<file path="config.mk">
export PLATFORM = sky130hd
export DESIGN_NAME = GPIO
export DESIGN_NICKNAME = d
export VERILOG_FILES = /design/src/design/busPkg.sv /design/src/design/gpioPkg.sv /design/src/design/PeripheralSelect.sv /design/src/design/GPIODevice.sv /design/src/design/GPIO.sv
export SDC_FILE = /design/constraint.sdc
export NUM_CORES = 1
export LEC_CHECK = 0
export ABC_AREA = 1
export BUFFER_PORTS_ARGS = -buffer_cell sky130_fd_sc_hd__buf_2
export CORE_UTILIZATION = 35
export CTS_BUF_LIST = sky130_fd_sc_hd__clkbuf_2 sky130_fd_sc_hd__clkbuf_4 sky130_fd_sc_hd__clkbuf_8
export DETAILED_ROUTE_END_ITERATION = 12
export PLACE_DENSITY = 0.64
export RECOVER_POWER = 50
export SYNTH_ARGS = -nofsm -noshare
export SYNTH_HDL_FRONTEND = slang
export SYNTH_SLANG_ARGS = --single-unit
</file>
<file path="constraint.sdc">
create_clock -name clk -period 2 [get_ports clk]
set_input_delay 0.3 -clock clk [delete_from_list [all_inputs] [get_ports clk]]
set_output_delay 0.3 -clock clk [all_outputs]
set_load 0.005 [all_outputs]
</file>
<file path="src/design/busPkg.sv">
`default_nettype none

package busPkg;

	// ********************
	// field widths
	// ********************
	localparam int busAddressWidth = 24;
	localparam int localAddressWidth = 16;
	localparam int dataWidth = 32;
	localparam int byteLanes = dataWidth / 8;
	localparam int peripheralIdWidth = 8;	// top address bits naming a peripheral

	typedef logic [busAddressWidth-1:0] busAddress_t;
	typedef logic [localAddressWidth-1:0] localAddress_t;
	typedef logic [dataWidth-1:0] busData_t;
	typedef logic [byteLanes-1:0] byteSelect_t;

	// ********************
	// bus transfer
	// ********************

	// one cycle per transfer with we and oe never high together
	typedef struct packed {
		logic we;
		logic oe;
		busAddress_t address;
		byteSelect_t byteSelect;
		busData_t dataWrite;
	} busRequest_t;

	// registered read answer
	typedef struct packed {
		busData_t dataRead;
		logic requestOutput;	// read valid for one cycle
	} busResponse_t;

endpackage

`default_nettype wire

</file>
<file path="src/design/gpioPkg.sv">
`default_nettype none

package gpioPkg;

	// ********************
	// pad bank
	// ********************
	localparam int padCount = 38;
	localparam int padCount1 = 19;	// low pads of device 1
	localparam int padCount2 = 19;	// high pads of device 2

	typedef logic [padCount-1:0] padVector_t;

	// ********************
	// local address map
	// ********************
	localparam int deviceFieldLsb = 12;	// device field is local bits 15:12

	typedef logic [3:0] deviceId_t;
	typedef logic [7:0] regOffset_t;

	localparam deviceId_t device1Id = 4'h1;
	localparam deviceId_t device2Id = 4'h2;

	// byte offsets inside a device
	localparam regOffset_t regOutput = 8'h00;
	localparam regOffset_t regOe = 8'h04;
	localparam regOffset_t regInput = 8'h08;	// read only
	localparam regOffset_t regSet = 8'h0C;	// write only
	localparam regOffset_t regClear = 8'h10;	// write only
	localparam regOffset_t regToggle = 8'h14;	// write only
	localparam regOffset_t regIdent = 8'h18;	// read only

	// ident word is {identPrefix, ioCount, 4'h0, deviceId}
	localparam logic [15:0] identPrefix = 16'h6710;

endpackage

`default_nettype wire

</file>
<file path="src/design/PeripheralSelect.sv">
`timescale 1ns/1ps
`default_nettype none

module PeripheralSelect import busPkg::*, gpioPkg::*; #(
	parameter logic [peripheralIdWidth-1:0] peripheralId = 8'h03
) (
	input logic clk,
	input logic arstN,
	input busAddress_t address,
	output localAddress_t localAddress,
	output logic [1:0] deviceEnable,
	input busResponse_t [1:0] deviceResponse,
	output busResponse_t response
);

	logic peripheralHit;
	deviceId_t deviceField;
	logic [1:0] selectQ;	// enables of the previous cycle

	assign peripheralHit = address[busAddressWidth-1 -: peripheralIdWidth] == peripheralId;
	assign localAddress = address[localAddressWidth-1:0];
	assign deviceField = localAddress[deviceFieldLsb +: 4];

	assign deviceEnable[0] = peripheralHit && (deviceField == device1Id);
	assign deviceEnable[1] = peripheralHit && (deviceField == device2Id);

	// a response is only taken from the device addressed one cycle before
	always_ff @(posedge clk or negedge arstN) begin
		if (!arstN) selectQ <= '0;
		else selectQ <= deviceEnable;
	end

	// device 1 takes priority if both flags went bad
	always_comb begin
		if (selectQ[0] && deviceResponse[0].requestOutput) response = deviceResponse[0];
		else if (selectQ[1] && deviceResponse[1].requestOutput) response = deviceResponse[1];
		else response = '0;
	end

endmodule

`default_nettype wire

</file>
<file path="src/design/GPIODevice.sv">
`timescale 1ns/1ps
`default_nettype none

module GPIODevice import busPkg::*, gpioPkg::*; #(
	parameter deviceId_t deviceId = device1Id,
	parameter int ioCount = 19	// 1 to 32
) (
	input logic clk,
	input logic arstN,
	input logic deviceEnable,
	input busRequest_t request,
	input localAddress_t localAddress,
	output busResponse_t response,
	input logic [ioCount-1:0] gpioInput,
	output logic [ioCount-1:0] gpioOutput,
	output logic [ioCount-1:0] gpioOe
);

	regOffset_t offset;
	logic writeHit;
	logic readHit;

	busData_t byteMask;
	logic [ioCount-1:0] writeMask;
	logic [ioCount-1:0] writeBits;	// dataWrite with lanes masked

	logic [ioCount-1:0] outputReg;
	logic [ioCount-1:0] oeReg;
	logic [ioCount-1:0] inputMeta;
	logic [ioCount-1:0] inputSync;

	busData_t identWord;
	busData_t readWord;

	assign offset = localAddress[7:0];
	assign writeHit = deviceEnable && request.we;
	assign readHit = deviceEnable && request.oe;

	// ********************
	// byte lanes
	// ********************
	always_comb begin
		for (int i = 0; i < byteLanes; i++) begin
			byteMask[i*8 +: 8] = {8{request.byteSelect[i]}};
		end
	end

	assign writeMask = byteMask[ioCount-1:0];
	assign writeBits = request.dataWrite[ioCount-1:0] & writeMask;

	// ********************
	// pad input
	// ********************

	// two flops as pads are asynchronous to clk
	always_ff @(posedge clk or negedge arstN) begin
		if (!arstN) begin
			inputMeta <= '0;
			inputSync <= '0;
		end else begin
			inputMeta <= gpioInput;
			inputSync <= inputMeta;
		end
	end

	// ********************
	// register writes
	// ********************
	always_ff @(posedge clk or negedge arstN) begin
		if (!arstN) begin
			outputReg <= '0;
			oeReg <= '0;
		end else if (writeHit) begin
			case (offset)
				regOutput: outputReg <= (outputReg & ~writeMask) | writeBits;
				regOe: oeReg <= (oeReg & ~writeMask) | writeBits;
				regSet: outputReg <= outputReg | writeBits;
				regClear: outputReg <= outputReg & ~writeBits;
				regToggle: outputReg <= outputReg ^ writeBits;
				default: ;	// read only or unmapped
			endcase
		end
	end

	assign gpioOutput = outputReg;
	assign gpioOe = oeReg;

	// ********************
	// reads
	// ********************
	assign identWord = {identPrefix, 8'(ioCount), 4'h0, deviceId};

	always_comb begin
		case (offset)
			regOutput: readWord = busData_t'(outputReg);
			regOe: readWord = busData_t'(oeReg);
			regInput: readWord = busData_t'(inputSync);
			regIdent: readWord = identWord;
			default: readWord = '0;	// write only offsets read zero too
		endcase
	end

	// answer lands in the cycle after the read
	always_ff @(posedge clk or negedge arstN) begin
		if (!arstN) begin
			response <= '0;
		end else begin
			response.requestOutput <= readHit;
			if (readHit) response.dataRead <= readWord;
		end
	end

endmodule

`default_nettype wire

</file>
<file path="src/design/GPIO.sv">
`timescale 1ns/1ps
`default_nettype none

module GPIO import busPkg::*, gpioPkg::*; #(
	parameter logic [peripheralIdWidth-1:0] peripheralId = 8'h03
) (
	input logic clk,
	input logic arstN,
	input busRequest_t peripheralBus,
	output busResponse_t peripheralResponse,
	input padVector_t gpioInput,
	output padVector_t gpioOutput,
	output padVector_t gpioOe
);

	localAddress_t localAddress;
	logic [1:0] deviceEnable;
	busResponse_t [1:0] deviceResponse;

	logic [padCount1-1:0] gpio0Input;
	logic [padCount1-1:0] gpio0Output;
	logic [padCount1-1:0] gpio0Oe;
	logic [padCount2-1:0] gpio1Input;
	logic [padCount2-1:0] gpio1Output;
	logic [padCount2-1:0] gpio1Oe;

	// ********************
	// address decode
	// ********************
	PeripheralSelect #(.peripheralId(peripheralId)) select (
		.clk(clk),
		.arstN(arstN),
		.address(peripheralBus.address),
		.localAddress(localAddress),
		.deviceEnable(deviceEnable),
		.deviceResponse(deviceResponse),
		.response(peripheralResponse)
	);

	// ********************
	// devices
	// ********************
	GPIODevice #(.deviceId(device1Id), .ioCount(padCount1)) device0 (
		.clk(clk),
		.arstN(arstN),
		.deviceEnable(deviceEnable[0]),
		.request(peripheralBus),
		.localAddress(localAddress),
		.response(deviceResponse[0]),
		.gpioInput(gpio0Input),
		.gpioOutput(gpio0Output),
		.gpioOe(gpio0Oe)
	);

	GPIODevice #(.deviceId(device2Id), .ioCount(padCount2)) device1 (
		.clk(clk),
		.arstN(arstN),
		.deviceEnable(deviceEnable[1]),
		.request(peripheralBus),
		.localAddress(localAddress),
		.response(deviceResponse[1]),
		.gpioInput(gpio1Input),
		.gpioOutput(gpio1Output),
		.gpioOe(gpio1Oe)
	);

	// device 1 owns the low pads
	assign gpio0Input = gpioInput[padCount1-1:0];
	assign gpio1Input = gpioInput[padCount-1:padCount1];
	assign gpioOutput = {gpio1Output, gpio0Output};
	assign gpioOe = {gpio1Oe, gpio0Oe};

endmodule

`default_nettype wire

</file>
==> results of run 1 <==
-- cell usage after synthesis (all sizes together) --
library cell	count	area share
clkbuf	23	0.0084
nor2	60	0.026
buf	55	0.038
inv	170	0.062
a21oi	9	0.0047
conb	1	0.00036
nor3	1	0.00049
o22ai	15	0.0091
nand2	622	0.23
o21ai	37	0.018
dfrtp	196	0.48
ha	38	0.046
nand3	166	0.082
-- cell families after synthesis --
kind of cell	Yosys count	synth area share
adder cells (fa/ha/maj)	38	0.0463
buffers and inverters	248	0.108
other	1	0.000365
AO/OA/AOI/OAI	61	0.0319
AND/OR/NAND/NOR	849	0.336
flip-flops	196	0.477
-- final timing paths --
check,startpoint,end,slack (ns),cells after the start
max reg2reg,device1.gpioOutput[10],device1.gpioOutput[10],0.79,8
max in group asynchronous,arstN,device1.response[14],0.26,3
max,device0.response[0],peripheralResponse[2],0.07,5
min,peripheralBus[9],flip-flop,0.08,3
min in group asynchronous,arstN,device0.gpioOutput[2],0.66,2
min reg2reg,device0.inputMeta[10],device0.inputSync[10],0.35,0
-- cell type report --
cell class | count | area, um2 | share of cell area
flip-flops and latches | 196 | 4910 | 0.392
multi-input cells | 955 | 4340 | 0.346
repair buffers | 266 | 1750 | 0.140
inverters | 170 | 638 | 0.0510
well taps | 384 | 480 | 0.0384
clock buffers | 19 | 255 | 0.0204
clock inverters | 13 | 145 | 0.0116
diodes | 3 | 7.51 | 0.000600
-- routing by layer --
layer,GRT usage,vias to the layer above,share of wire
li1,-,4678,-
met1,0.264,4534,0.41
met2,0.345,301,0.47
met3,0.0616,45,0.080
met4,0.0760,2,0.031
met5,0,-,0.00055
-- what timing repair did --
item | in CTS | in global routing
hold endpoints to repair | 82 | 0
cloned | 0 | 1
buffers inserted | 2 | 0
endpoints found under the setup margin | 16 | 14
resized for setup | 6 | 11
hold buffers | 39 | 0
-- stage by stage --
stage	cells	total power, mW	worst slack (ns)	setup TNS, ns	hold WS [ns]
3_5_place_dp	1929	4.57	0.00465	0	0.295
4_1_cts	2002	7.23	0.0168	0	0.0518
3_3_place_gp	1929	4.56	0.0879	0	0.295
6_report	2006	7.14	0.0746	0	0.0825
5_1_grt	2003	7.42	-0.0167	-0.0905	0.0483
2_1_floorplan	1399	4.32	0.142	0	0.00441
-- worst reg2reg max path, stage by stage, from the launching register on --
cell and delay, ns:
dfrtp_1 0.47, ha_1 0.32, inv_1 0.03, nand2_1 0.05, nand2_1 0.05, inv_1 0.04, nand2_1 0.05, nand2_1 0.06
nand2_1 0.05
-- power by group through the flow --
| stage | Combinational, mW | Sequential (mW) | Clock, mW |
|---|---|---|---|
| finish | 0.473 | 4.07 | 2.60 |
| global route | 0.539 | 4.07 | 2.81 |
| CTS | 0.484 | 4.07 | 2.68 |
| detailed placement | 0.422 | 4.15 | 0 |
| global placement | 0.413 | 4.14 | 0 |
| floorplan | 0.183 | 4.14 | 0 |
==> impl_metrics.ini, run 1 <==
[yosys]
synth_area_um2 = 10300
synth.avg_cell_area_um2 = 7.38
synthCells = 1393
synth.ff_latch_count = 196
ys_seq_area_frac = 0.477
synthDistinctLibCells = 22
synth-warning-count = 0

[power_and_ir_drop]
peakVddDrop_mv = 0.540
leakagePower_nw = 7.06
combPwrFrac = 0.066
p_int_mw = 5.31
clkPwrFrac = 0.365
p_sw_frac = 0.257
power.switching_mw = 1.84
sequentialPowerShare = 0.569
powerDensity_nw_per_um2 = 571

[global_route]
track_usage = 0.211
grt_max_degree = 55
grt_overflow = 0
grt_first_pass_wirelength_um = 49400
grt_pass1_vias = 9375
grt_antenna_before_repair = 2

[timing]
finalHoldViolCount = 0
final-setup-viol-count = 0
drv_slew = 0
final.period_utilization = 0.963
skew_ns = 0.0133
fin_crit_ns = 1.93
fmax_mhz = 519
relSlewSlack = 0.0729
tightest_slew_ns = 1.39
rsz0062_at_grt = true

[worst_setup_path]
cp-end-kind = output pin
worstPathArrival_ns = 1.63
crit_path_top_delay_cell = dfrtp_2
path_buf_inv = 2
crit_family = flip-flops
start_kind = flip-flop
crit_type = flip-flop to output pin
required_ns = 1.70
critical_path.cell_chain = nand2_2 -> nand3_4 -> buf_12 -> o22ai_1 -> buf_2
cpPeakStageDelay_ns = 0.43
cp_max_fo = 11

[layout]
final_common_cell = nand2_1
area_delta_synth_final_pct = 21.8
final_cell_mix = nand2_1 (619), dfrtp_1 (195), buf_2 (183)
n_fill_cell = 2959
drive_above_1_share = 0.176
final_area_um2 = 12500
finish.net_count = 1746
post-route-util = 0.435

[clock_network]
cts_sinks = 196
cts_max_level = 4
cts_root_buffer = clkbuf_8
cts.path.max_buffers = 2
clock_insertion_delay_worst_skew_ns = 0.48
numCtsBuffers = 17
cts_tree = built
path_clk_slew_ns = 0.10

[place]
place_area_um2 = 11700
io_buffer_count = 185
gp_congestion = 0.907
dp_hpwl_um = 21800

[floorplanning]
start_util = 0.357
die_h_um = 173
die_area_um2 = 30100
pin_count = 211
row_count = 62
core-area_um2 = 28800
die_width_um = 173

[routing]
drc = 0
viasPerCell = 4.77
drtIter0Drc = 726
routed_wl_um = 31000
vias = 9560
routedWlPerCell_um = 15.5
drt-pass1-iter-count = 6
drtAntennaViolNets = 0

[run]
maxCapViolations = 0

[hold_path]
min_path_type = input pin to flip-flop

[status]
status = completed
No activity file was read; power rests on OpenSTA's default activity.
==> run 2: changes to the inputs <==
--- a/config.mk
+++ b/config.mk
@@ -10,7 +10,7 @@
 export CORE_UTILIZATION = 35
 export CTS_BUF_LIST = sky130_fd_sc_hd__clkbuf_2 sky130_fd_sc_hd__clkbuf_4 sky130_fd_sc_hd__clkbuf_8
 export DETAILED_ROUTE_END_ITERATION = 12
-export PLACE_DENSITY = 0.64
+export PLACE_DENSITY = 0.53
 export RECOVER_POWER = 50
 export SYNTH_ARGS = -nofsm -noshare
 export SYNTH_HDL_FRONTEND = slang
==> run 2 against run 1 <==
Compared with the run above: cell area grew 0.70%; global-route usage grew 0.77 points; setup slack lost 0.013 ns; die area is the same; critical endpoint is now peripheralResponse[8]; worst hold slack lost 0.0016 ns; maximum frequency shrank 0.67%.
==> impl_metrics.ini, run 2 (synthesis gave the netlist of run 1 again) <==
[status]
status = completed

[clock_network]
cts_tree = built
numCtsBuffers = 17
clock_insertion_delay_worst_skew_ns = 0.49
cts_root_buffer = clkbuf_8
path_clk_slew_ns = 0.12
cts_max_level = 4
cts_sinks = 196
cts.path.max_buffers = 2

[layout]
finish.net_count = 1752
area_delta_synth_final_pct = 22.7
final_cell_mix = nand2_1 (619), dfrtp_1 (194), buf_2 (179)
drive_above_1_share = 0.183
final_common_cell = nand2_1
layoutNonFillerInstCount = 2011
final_area_um2 = 12600

[run]
maxCapViolations = 0

[power_and_ir_drop]
p_total_mw = 7.12
leakagePower_nw = 7.12
peakVddDrop_mv = 0.405
powerDensity_nw_per_um2 = 565

[timing]
relSlewSlack = 0.241
rsz0062_at_grt = true
fin_crit_ns = 1.94
final-setup-viol-count = 0
final.period_utilization = 0.969
drv_slew = 0
skew_ns = 0.0194
fmax_mhz = 516
tightest_slew_ns = 1.14
finalHoldViolCount = 0

[routing]
routed_wl_um = 32000
wl_met1_um = 13500
routedWlPerCell_um = 15.9
drtAntennaViolNets = 0
vias = 9399
drt-pass1-iter-count = 6
top_layer_used = met5
viasPerCell = 4.67
wl_met3_um = 2010
drtIter0Drc = 719
drc = 0
dr_wl_met2_um = 15800

[place]
place_area_um2 = 11700
gp_congestion = 0.845
dp_hpwl_um = 22600
dpl.cell_count = 1934
io_buffer_count = 185

[floorplanning]
core-area_um2 = 28800
pin_count = 211
row_count = 62
die_h_um = 173
die_width_um = 173
die_area_um2 = 30100
start_util = 0.357

[global_route]
grt_max_degree = 54
grt_pass1_vias = 8878
grt_overflow = 0
grt_first_pass_wirelength_um = 50400
track_usage = 0.219
grt_antenna_before_repair = 3

[worst_setup_path]
required_ns = 1.70
worstPathArrival_ns = 1.64
cp-end-kind = output pin
crit_type = flip-flop to output pin
cp_max_fo = 6
ff2ff_setup_slack_ns = 0.78
start_kind = flip-flop

[hold_path]
min_path_type = input pin to flip-flop
[run 2: cell types whose count changed in the layout (fill, tap and decap cells not counted), moves of 2 or more]
cell | previous run | this run
buf_2 | 183 | 179
buf_4 | 26 | 31
buf_6 | 1 | 3
clkbuf_1 | 2 | 6
clkbuf_4 | 3 | 0
inv_8 | 3 | 6
o22ai_1 | 13 | 3
o22ai_2 | 2 | 12
[run 2: path summary, 6_finish.rpt]
kind / endpoint / cells past startpoint / from
worst max-delay path: peripheralResponse[8] / 5 / device0.response[0]
worst max register to register: device0.gpioOutput[11] / 8 / device0.gpioOutput[11]
worst min register to register: device1.inputSync[11] / 0 / device1.inputMeta[11]
max in group asynchronous: async pin / 3 / arstN
worst min-delay path: flip-flop / 3 / peripheralBus[12]
min in group asynchronous: device1.gpioOutput[3] / 2 / arstN
[run 2: cell type report]
class                           count  area [um2]
Clock buffer                       17         234
Sequential cell                   196        4910
Clock inverter                     15         153
Inverter                          170         638
Timing Repair Buffer              272        1810
Tap cell                          384         480
Multi-Input combinational cell    955        4380
Fill cell                        2967       16200
Antenna cell                        2        5.00
[run 2: report_power, final]
| group | switching (mW) | leakage (nW) | total (mW) | internal (mW) |
|---|---|---|---|---|
| clock | 1.64 | 0.196 | 2.57 | 0.940 |
| combinational | 0.290 | 4.53 | 0.475 | 0.185 |
| sequential | 0.0247 | 2.40 | 4.07 | 4.04 |
[run 2: timing repair]
action                     4_1_cts  5_1_grt
setup endpoints to repair       23        9
setup buffers                    2        0
pin swaps                        0        1
cloned                           0        2
hold endpoints to repair        74        0
gates resized for setup          6       21
hold buffers                    39        0
[run 2: worst max-delay path, cell delays in order, from the launching register on]
cell	delay, ns
dfrtp_2	0.42
nand2_2	0.09
nand3_4	0.14
buf_12	0.17
o22ai_1	0.18
buf_2	0.16
[run 2: metal layers]
layer / global-route usage / vias to the layer above
li1: - / 4690
met1: 0.275 / 4417
met2: 0.373 / 257
met3: 0.0491 / 33
met4: 0.0634 / 2
met5: 0 / -
[run 2: per-stage QoR]
step	hold slack (ns)	setup slack, ns	utilization	TNS [ns]
after floorplan	0.00441	0.142	-	0
after global placement	0.259	0.140	0.407	0
after detailed placement	0.255	0.0932	0.407	0
after CTS	0.0501	0.0182	0.435	0
after global routing	0.0557	-0.0558	0.438	-0.428
final	0.0809	0.0616	0.438	0
